==> src/rtl/wb_cfg.svh <==
`ifndef WB_CFG_SVH
`define WB_CFG_SVH

// datapath widths
`define WB_XLEN     32
`define WB_RA_W     5
`define WB_VPPN_W   19
`define WB_RF_WEN_W 4

// micro-op vector layout
`define WB_UOP_W       8
`define WB_UOP_CSR     7
`define WB_UOP_DIV     6
`define WB_UOP_MEM     5
`define WB_UOP_COND_HI 3
`define WB_UOP_COND_LO 0

// condition field bits, relative to the field
`define WB_COND_REM   0
`define WB_COND_STORE 2

// exception codes
`define WB_ECODE_W    7
`define WB_ECODE_INT  7'h00
`define WB_ECODE_PIL  7'h01
`define WB_ECODE_PIS  7'h02
`define WB_ECODE_PIF  7'h03
`define WB_ECODE_PME  7'h04
`define WB_ECODE_PPI  7'h07
`define WB_ECODE_ADEF 7'h08
`define WB_ECODE_ALE  7'h09
`define WB_ECODE_SYS  7'h0B
`define WB_ECODE_TLBR 7'h3F

`endif
==> src/rtl/wb_pkg.sv <==
`include "wb_cfg.svh"

package wb_pkg;

    // architectural data word
    typedef logic [`WB_XLEN-1:0] word_t;

    // gpr index
    typedef logic [`WB_RA_W-1:0] reg_num_t;

    // virtual page number slice of badv
    typedef logic [`WB_VPPN_W-1:0] vppn_t;

    // byte strobes on the trace port
    typedef logic [`WB_RF_WEN_W-1:0] rf_wen_t;

endpackage

==> src/rtl/uop_pkg.sv <==
`include "wb_cfg.svh"

package uop_pkg;

    // one word per issued micro-op
    typedef logic [`WB_UOP_W-1:0] uop_t;

    // low bits of the uop, meaning depends on the unit
    typedef logic [`WB_UOP_COND_HI-`WB_UOP_COND_LO:0] uop_cond_t;

    typedef enum logic [`WB_ECODE_W-1:0] {
        // interrupt, only ever raised through cpu_interrupt
        ECODE_INT  = `WB_ECODE_INT,
        // page invalid for load, store, fetch
        ECODE_PIL  = `WB_ECODE_PIL,
        ECODE_PIS  = `WB_ECODE_PIS,
        ECODE_PIF  = `WB_ECODE_PIF,
        // page modify
        ECODE_PME  = `WB_ECODE_PME,
        // page privilege
        ECODE_PPI  = `WB_ECODE_PPI,
        // fetch and data address errors
        ECODE_ADEF = `WB_ECODE_ADEF,
        ECODE_ALE  = `WB_ECODE_ALE,
        // syscall
        ECODE_SYS  = `WB_ECODE_SYS,
        // tlb refill, uses its own entry
        ECODE_TLBR = `WB_ECODE_TLBR
    } ecode_t;

endpackage

==> src/rtl/wb_stage.sv <==
`timescale 1ns/100ps

module wb_stage (
    input  logic             clk,
    input  logic             aresetn,
    input  wb_pkg::word_t    pc0,
    input  wb_pkg::word_t    inst0,
    input  uop_pkg::uop_t    uop0,
    input  wb_pkg::reg_num_t rd0,
    input  wb_pkg::word_t    result0,
    input  logic             result_valid0,
    input  wb_pkg::word_t    pc1,
    input  wb_pkg::word_t    inst1,
    input  uop_pkg::uop_t    uop1,
    input  wb_pkg::reg_num_t rd1,
    input  wb_pkg::word_t    result1,
    input  logic             result_valid1,
    input  wb_pkg::word_t    quotient,
    input  wb_pkg::word_t    remainder,
    input  logic             div_ready,
    input  wb_pkg::word_t    dcache_data,
    input  logic             dcache_ready,
    input  wb_pkg::word_t    csr_rdata,
    input  logic             csr_ready,
    input  logic             exception_in,
    input  uop_pkg::ecode_t  ecode_in,
    input  wb_pkg::word_t    badv_in,
    input  wb_pkg::word_t    era_in,
    input  logic             cpu_interrupt,
    input  wb_pkg::word_t    eentry,
    input  wb_pkg::word_t    tlbrentry,
    output logic             wb_we0,
    output wb_pkg::reg_num_t wb_rd0,
    output wb_pkg::word_t    wb_data0,
    output logic             wb_we1,
    output wb_pkg::reg_num_t wb_rd1,
    output wb_pkg::word_t    wb_data1,
    output logic             allowin,
    output wb_pkg::word_t    debug0_pc,
    output wb_pkg::word_t    debug0_inst,
    output wb_pkg::rf_wen_t  debug0_wen,
    output wb_pkg::word_t    debug1_pc,
    output wb_pkg::word_t    debug1_inst,
    output wb_pkg::rf_wen_t  debug1_wen,
    output logic             flush,
    output uop_pkg::ecode_t  ecode_out,
    output wb_pkg::word_t    badv_out,
    output logic             wen_badv,
    output wb_pkg::word_t    era_out,
    output logic             wen_era,
    output wb_pkg::vppn_t    vppn_out,
    output logic             wen_vppn,
    output logic             tlb_refill,
    output wb_pkg::word_t    redirect_pc
);

    wb_pkg::word_t sel_data0;
    wb_pkg::word_t sel_data1;
    logic          sel_we0;
    logic          sel_we1;
    logic          stalled0;
    logic          stalled1;
    logic          trap_now;

    // only lane 0 can issue csr ops
    wb_result_select #(.csr_enable(1'b1)) u_sel0 (
        .uop(uop0), .result(result0), .result_valid(result_valid0),
        .csr_rdata(csr_rdata), .csr_ready(csr_ready),
        .quotient(quotient), .remainder(remainder), .div_ready(div_ready),
        .dcache_data(dcache_data), .dcache_ready(dcache_ready),
        .sel_data(sel_data0), .sel_we(sel_we0), .stalled(stalled0)
    );

    wb_result_select #(.csr_enable(1'b0)) u_sel1 (
        .uop(uop1), .result(result1), .result_valid(result_valid1),
        .csr_rdata(csr_rdata), .csr_ready(csr_ready),
        .quotient(quotient), .remainder(remainder), .div_ready(div_ready),
        .dcache_data(dcache_data), .dcache_ready(dcache_ready),
        .sel_data(sel_data1), .sel_we(sel_we1), .stalled(stalled1)
    );

    wb_trap_unit u_trap (
        .clk(clk), .aresetn(aresetn),
        .exception_in(exception_in), .ecode_in(ecode_in),
        .badv_in(badv_in), .era_in(era_in), .cpu_interrupt(cpu_interrupt),
        .eentry(eentry), .tlbrentry(tlbrentry),
        .trap_now(trap_now), .flush(flush), .ecode_out(ecode_out),
        .badv_out(badv_out), .wen_badv(wen_badv),
        .era_out(era_out), .wen_era(wen_era),
        .vppn_out(vppn_out), .wen_vppn(wen_vppn),
        .tlb_refill(tlb_refill), .redirect_pc(redirect_pc)
    );

    wb_commit u_commit (
        .clk(clk), .aresetn(aresetn), .trap_now(trap_now),
        .pc0(pc0), .inst0(inst0), .rd0(rd0),
        .sel_data0(sel_data0), .sel_we0(sel_we0), .stalled0(stalled0),
        .pc1(pc1), .inst1(inst1), .rd1(rd1),
        .sel_data1(sel_data1), .sel_we1(sel_we1), .stalled1(stalled1),
        .wb_we0(wb_we0), .wb_rd0(wb_rd0), .wb_data0(wb_data0),
        .wb_we1(wb_we1), .wb_rd1(wb_rd1), .wb_data1(wb_data1),
        .allowin(allowin),
        .debug0_pc(debug0_pc), .debug0_inst(debug0_inst), .debug0_wen(debug0_wen),
        .debug1_pc(debug1_pc), .debug1_inst(debug1_inst), .debug1_wen(debug1_wen)
    );

endmodule

==> src/rtl/wb_commit.sv <==
`timescale 1ns/100ps

module wb_commit (
    input  logic             clk,
    input  logic             aresetn,
    input  logic             trap_now,
    input  wb_pkg::word_t    pc0,
    input  wb_pkg::word_t    inst0,
    input  wb_pkg::reg_num_t rd0,
    input  wb_pkg::word_t    sel_data0,
    input  logic             sel_we0,
    input  logic             stalled0,
    input  wb_pkg::word_t    pc1,
    input  wb_pkg::word_t    inst1,
    input  wb_pkg::reg_num_t rd1,
    input  wb_pkg::word_t    sel_data1,
    input  logic             sel_we1,
    input  logic             stalled1,
    output logic             wb_we0,
    output wb_pkg::reg_num_t wb_rd0,
    output wb_pkg::word_t    wb_data0,
    output logic             wb_we1,
    output wb_pkg::reg_num_t wb_rd1,
    output wb_pkg::word_t    wb_data1,
    output logic             allowin,
    output wb_pkg::word_t    debug0_pc,
    output wb_pkg::word_t    debug0_inst,
    output wb_pkg::rf_wen_t  debug0_wen,
    output wb_pkg::word_t    debug1_pc,
    output wb_pkg::word_t    debug1_inst,
    output wb_pkg::rf_wen_t  debug1_wen
);

    logic same_rd;
    logic commit_we0;
    logic commit_we1;

    // younger lane wins on a waw pair
    assign same_rd    = sel_we1 && (rd0 == rd1);
    assign commit_we0 = sel_we0 && !trap_now && !same_rd;
    assign commit_we1 = sel_we1 && !trap_now;

    // either lane waiting on a slow source holds the pair
    assign allowin = !(stalled0 || stalled1);

    always_ff @(posedge clk or negedge aresetn) begin
        if (!aresetn) begin
            wb_we0 <= 1'b0;
            wb_we1 <= 1'b0;
        end else begin
            wb_we0 <= commit_we0;
            wb_we1 <= commit_we1;
        end
    end

    always_ff @(posedge clk) begin
        wb_rd0      <= rd0;
        wb_data0    <= sel_data0;
        wb_rd1      <= rd1;
        wb_data1    <= sel_data1;
        debug0_pc   <= pc0;
        debug0_inst <= inst0;
        debug1_pc   <= pc1;
        debug1_inst <= inst1;
    end

    // trace strobes follow the committed enables
    assign debug0_wen = {$bits(wb_pkg::rf_wen_t){wb_we0}};
    assign debug1_wen = {$bits(wb_pkg::rf_wen_t){wb_we1}};

    a_no_dual_write_same_rd: assert property (
        @(posedge clk) disable iff (!aresetn) (wb_we0 && wb_we1) |-> (wb_rd0 != wb_rd1)
    ) else $error("wb_commit: both ports write r%0d", wb_rd1);

endmodule

==> src/rtl/wb_trap_unit.sv <==
`timescale 1ns/100ps
`include "wb_cfg.svh"

module wb_trap_unit (
    input  logic             clk,
    input  logic             aresetn,
    input  logic             exception_in,
    input  uop_pkg::ecode_t  ecode_in,
    input  wb_pkg::word_t    badv_in,
    input  wb_pkg::word_t    era_in,
    input  logic             cpu_interrupt,
    input  wb_pkg::word_t    eentry,
    input  wb_pkg::word_t    tlbrentry,
    output logic             trap_now,
    output logic             flush,
    output uop_pkg::ecode_t  ecode_out,
    output wb_pkg::word_t    badv_out,
    output logic             wen_badv,
    output wb_pkg::word_t    era_out,
    output logic             wen_era,
    output wb_pkg::vppn_t    vppn_out,
    output logic             wen_vppn,
    output logic             tlb_refill,
    output wb_pkg::word_t    redirect_pc
);

    logic set_badv;
    logic set_vppn;
    logic is_tlbr;

    assign trap_now = exception_in || cpu_interrupt;

    // address-carrying exceptions latch badv
    assign set_badv = ecode_in inside {uop_pkg::ECODE_PIL, uop_pkg::ECODE_PIS,
                                       uop_pkg::ECODE_PIF, uop_pkg::ECODE_PME,
                                       uop_pkg::ECODE_PPI, uop_pkg::ECODE_ADEF,
                                       uop_pkg::ECODE_ALE, uop_pkg::ECODE_TLBR};

    // tlb related only, address errors leave vppn alone
    assign set_vppn = set_badv && (ecode_in != uop_pkg::ECODE_ADEF)
                               && (ecode_in != uop_pkg::ECODE_ALE);

    assign is_tlbr = (ecode_in == uop_pkg::ECODE_TLBR);

    always_ff @(posedge clk or negedge aresetn) begin
        if (!aresetn) begin
            flush      <= 1'b0;
            wen_era    <= 1'b0;
            wen_badv   <= 1'b0;
            wen_vppn   <= 1'b0;
            tlb_refill <= 1'b0;
        end else begin
            flush      <= trap_now;
            wen_era    <= trap_now;
            wen_badv   <= exception_in && set_badv;
            wen_vppn   <= exception_in && set_vppn;
            tlb_refill <= exception_in && is_tlbr;
        end
    end

    always_ff @(posedge clk) begin
        ecode_out <= ecode_in;
        badv_out  <= badv_in;
        era_out   <= era_in;
        vppn_out  <= badv_in[`WB_VPPN_W-1:0];
    end

    // refill goes to the dedicated handler
    assign redirect_pc = tlb_refill ? tlbrentry : eentry;

    a_vppn_needs_badv: assert property (
        @(posedge clk) disable iff (!aresetn) wen_vppn |-> wen_badv
    ) else $error("wb_trap_unit: vppn update without badv update");

endmodule

==> src/rtl/wb_result_select.sv <==
`timescale 1ns/100ps
`include "wb_cfg.svh"

module wb_result_select #(
    parameter bit csr_enable = 1'b0
) (
    input  uop_pkg::uop_t uop,
    input  wb_pkg::word_t result,
    input  logic          result_valid,
    input  wb_pkg::word_t csr_rdata,
    input  logic          csr_ready,
    input  wb_pkg::word_t quotient,
    input  wb_pkg::word_t remainder,
    input  logic          div_ready,
    input  wb_pkg::word_t dcache_data,
    input  logic          dcache_ready,
    output wb_pkg::word_t sel_data,
    output logic          sel_we,
    output logic          stalled
);

    uop_pkg::uop_cond_t cond;

    assign cond = uop[`WB_UOP_COND_HI:`WB_UOP_COND_LO];

    always_comb begin
        sel_data = '0;
        sel_we   = 1'b0;
        stalled  = 1'b0;

        if (result_valid) begin
            // alu, mul and branch link results arrive early
            sel_data = result;
            sel_we   = 1'b1;
        end else if (csr_enable && uop[`WB_UOP_CSR]) begin
            sel_data = csr_rdata;
            sel_we   = csr_ready;
            stalled  = !csr_ready;
        end else if (uop[`WB_UOP_DIV]) begin
            // mod vs div
            if (cond[`WB_COND_REM]) begin
                sel_data = remainder;
            end else begin
                sel_data = quotient;
            end
            sel_we  = div_ready;
            stalled = !div_ready;
        end else if (uop[`WB_UOP_MEM] && !cond[`WB_COND_STORE]) begin
            // loads only, stores have no destination
            sel_data = dcache_data;
            sel_we   = dcache_ready;
            stalled  = !dcache_ready;
        end

        a_no_we_while_stalled: assert (!(sel_we && stalled))
            else $error("wb_result_select: write enable raised while stalled");
    end

endmodule

==> config.mk <==
export PLATFORM = sky130hd
export DESIGN_NAME = wb_stage
export DESIGN_NICKNAME = d
export VERILOG_FILES = /design/src/rtl/wb_pkg.sv /design/src/rtl/uop_pkg.sv /design/src/rtl/wb_stage.sv /design/src/rtl/wb_commit.sv /design/src/rtl/wb_trap_unit.sv /design/src/rtl/wb_result_select.sv
export VERILOG_INCLUDE_DIRS = /design/src /design/src/rtl
export SDC_FILE = /design/constraint.sdc
export NUM_CORES = 1
export LEC_CHECK = 0
export BUFFER_PORTS_ARGS = -buffer_cell sky130_fd_sc_hd__clkbuf_2
export CAP_MARGIN = 20
export CORE_AREA = 2 2 322 324
export CTS_CLUSTER_DIAMETER = 30
export DETAILED_ROUTE_END_ITERATION = 6
export DIE_AREA = 0 0 324 326
export MAX_ROUTING_LAYER = met4
export PLACE_DENSITY_LB_ADDON = 0.25
export SLEW_MARGIN = 5
export SYNTH_ARGS = -nofsm -noshare
export SYNTH_HDL_FRONTEND = slang
export SYNTH_SLANG_ARGS = --single-unit
==> constraint.sdc <==
create_clock -name clk -period 1.73 [get_ports clk]
set_clock_uncertainty 0.15 [all_clocks]
set_input_delay 0.173 -clock clk [delete_from_list [all_inputs] [get_ports clk]]
set_output_delay 0.173 -clock clk [all_outputs]
set_load 0.01 [all_outputs]
==> summary.md <==
| Metric | Value |
|---|---|
| Vias | `11000` |
| CP startpoint kind | `flip-flop` |
| CP max-delay cell | `dfrtp_2` |
| Ys async rst share | `2.15%` |
| # setup viols final | `36` |
| Num CTS Buffers | `82` |
| Mapped Cells | `681` |
| Achievable Freq | `484 MHz` |
| Max Buffers Root-to-Sink | `3` |
| Top cell type by total area after synthesis | `dfxtp_1` |
| Peak VDD IR | `809 µV` |
| Crit-path cells | `buf_6, mux2_2, buf_2` |
| Nets | `2562` |
| Final slew viol count | `0` |
| CTS tree | `built` |
| Req. time, crit path | `1.41 ns` |
| CTS clk-pin slew, worst paths | `0.05 ns` |
| Slowest Stage Delay on Critical Path | `0.46 ns` |
| Synth Area in XOR/XNOR | `0.613%` |
| Crit Path Class | `flip-flop to output port` |
| Slew @ Worst Pin | `0.467 ns` |
| First-pass GRT wire length | `75200 µm` |
| Vias in the first global route | `12100` |
| Input/output buffers | `822` |
| CTS HTree Levels | `3` |
| Failing checks | `setup timing` |
| Boundary Pins | `830` |
| Status | `complete, but fails checks` |
| Dominant cell by count in the synthesized netlist | `dfxtp_1` |
| Adder-cell area share of the yosys netlist | `0%` |
| Drt pass-1 iters | `4` |
| Tot GR Track Use | `10.2%` |
| Delay-heaviest family, CP | `flip-flops` |
| Initial Utilization | `8.35%` |
| Complex-gate fraction of the synthesized area | `12.9%` |
| Overall power | `25.7 mW` |
| Congestion Overflow GR | `0` |
| DR WL/cell | `15.7 µm` |
| Drt total wl | `55200 µm` |
| Max-cap violations | `0` |
| Utilization after layout | `22.1%` |
| Sink Count | `279` |
| Die Y | `326 µm` |
| Layout cells sized above 1 | `51.2%` |
| Row cnt | `118` |
| Mean number of vias per cell | `3.13` |
| Final Wtd Congestion | `0.781` |
| Die Span X | `324 µm` |
| Area grow syn2layout | `165%` |
| Slew HR | `68.9%` |
| RSZ-0062 raised after global routing | `true` |
| Crit end category | `output port` |
| Crit path DAT | `1.74 ns` |
| Avg Inst Size Synth | `12.6 µm²` |
| Mux contribution to synthesized area | `12.6%` |
| Dpl hpwl | `39700 µm` |
| Die area | `106000 µm²` |
| Hold Crit Class | `input pin to flip-flop` |
| Netlist Area Pre-Place | `8570 µm²` |
| Power per cell area | `1130 nW/µm²` |
| Synth cell types | `38` |
| Synth top area cells | `dfxtp_1, mux2_2, a21oi_1, a221oi_1, buf_4` |
| Sequential element share of the synthesized area | `65.5%` |
| DRC | `0` |
| DR iter-0 viols | `312` |
| Largest net degree at the start of global routing | `66` |
| Final worst slack | `-0.338 ns` |
| Buf/Inv on CP | `2` |
| Post-synth top cells | `dfxtp_1, mux2_2, a21oi_1, inv_1, a221oi_1` |
| Yosys reg bits | `279` |
| Top FF cell, synth | `dfxtp_1` |
| Initial antenna violation count | `9` |
| Simple-Gate Fraction of Synth Area | `1.93%` |
| Largest family of logic cells by synthesized area | `compound AO/OA/AOI/OAI gates` |
| Min cycle time layout | `2.07 ns` |
| Hold Vio Cnt, Final | `0` |
| Clock Tree Root | `clkbuf_16` |
| Final ANT Viol Nets | `0` |
| Number of synthesized flops with an enable pin | `0` |
| Synthesis warning total | `0` |
| Maximum fanout along the worst path | `8` |
| Syn Nets | `1171` |
| Leak | `10.6 nW` |
| Synth top area share | `63.8%` |
| Core area | `103000 µm²` |
| Period utilization | `120%` |
[power by group]
| part | switching [mW] | leakage [nW] | internal, mW | total (mW) |
|---|---|---|---|---|
| logic | 1.40 | 6.80 | 1.92 | 3.32 |
| clock network | 4.77 | 1.41 | 10.6 | 15.4 |
| registers | 0.155 | 2.38 | 6.87 | 7.02 |
| total | 6.32 | 10.6 | 19.4 | 25.7 |
[cell usage in the layout, fill, tap and decap left out, drive strengths merged, types with 2 or more instances in the layout]
master	n
inv	42
o22ai	31
nand3b	3
nand2	4
diode	5
dfrtp	6
clkinvlp	5
dlygate4sd3	518
dfxtp	273
clkbuf	912
nand2b	2
bufinv	8
xnor2	2
nor4	2
buf	54
o21ai	2
a221oi	33
mux2	96
nor3b	3
xor2	4
nor2	3
a22oi	31
clkinv	24
a21oi	67
or2	2
[registers in the layout, indices dropped and copies added, names as in the netlist]
| signal | cells |
|---|---|
| u_commit.debug1_inst | 32 |
| u_commit.debug1_pc | 32 |
| u_trap.vppn_out | 18 |
| u_trap.tlb_refill | 1 |
| u_trap.wen_badv | 1 |
| u_commit.wb_we0 | 1 |
| u_trap.era_out | 32 |
| u_trap.wen_vppn | 1 |
| u_commit.debug0_pc | 32 |
| u_commit.wb_data1 | 32 |
| u_trap.ecode_out | 7 |
| u_commit.wb_rd0 | 5 |
| u_commit.debug0_inst | 32 |
| u_commit.wb_rd1 | 5 |
| u_trap.flush | 1 |
| u_commit.wb_we1 | 1 |
| u_trap.badv_out | 14 |
| u_commit.wb_data0 | 32 |
[per-stage QoR]
| stage | instance area [µm²] | std cells | setup TNS, ns | setup WS [ns] | hold slack (ns) |
|---|---|---|---|---|---|
| detailed placement | 14400 | 2847 | -0.230 | -0.230 | -0.0968 |
| finish | 22700 | 3523 | -10.01 | -0.338 | 0.0513 |
| global placement | 14400 | 2847 | -0.0860 | -0.0860 | -0.0915 |
| floorplan | 8570 | 681 | 0 | 0.255 | -0.273 |
| global route | 22700 | 3521 | -13.54 | -0.462 | 0.00182 |
| CTS | 22700 | 3526 | -13.05 | -0.426 | 0.0000451 |
[routing by layer]
layer	wire length (µm)	GRT usage (%)	vias to the layer above
li1	-	-	5240
met1	20700	10.0	5123
met2	27800	17.3	541
met3	4680	4.17	109
met4	2010	4.63	0
met5	0	-	-
[layout make-up]
cell class	instances	area (µm²)
clock inverters	43	586
well taps	1380	1730
multi-input cells	296	2490
fillers	11100	79900
repair buffers	1377	9850
inverters	36	135
diodes	5	12.5
flip-flops and latches	279	5620
clock buffers	107	2310
[kinds of logic after synthesis]
logic type      after synthesis
flops                       279
compound gates              170
buf+inv                     106
mux                          96
simple gates                 24
xor+xnor                      6
[worst paths after layout]
| kind | startpoint | to | slack (ns) | cells past startpoint |
|---|---|---|---|---|
| min in group asynchronous | aresetn | u_commit.wb_we1 | 0.44 | 3 |
| hold / removal | era_in[1] | u_trap.era_out[1] | 0.05 | 2 |
| max in group asynchronous | aresetn | u_trap.tlb_refill | 0.66 | 3 |
| setup / recovery | u_trap.tlb_refill | redirect_pc[11] | -0.34 | 3 |
[what timing repair did]
item | CTS | global route
endpoints found under the hold margin | 285 | 5
gates resized for setup | 13 | 40
setup buffers | 2 | 0
setup endpoints to repair | 33 | 69
pin swaps | 0 | 1
hold buffers | 525 | 5
cloned | 2 | 2
Note: power is estimated with default switching activity, not from simulation.
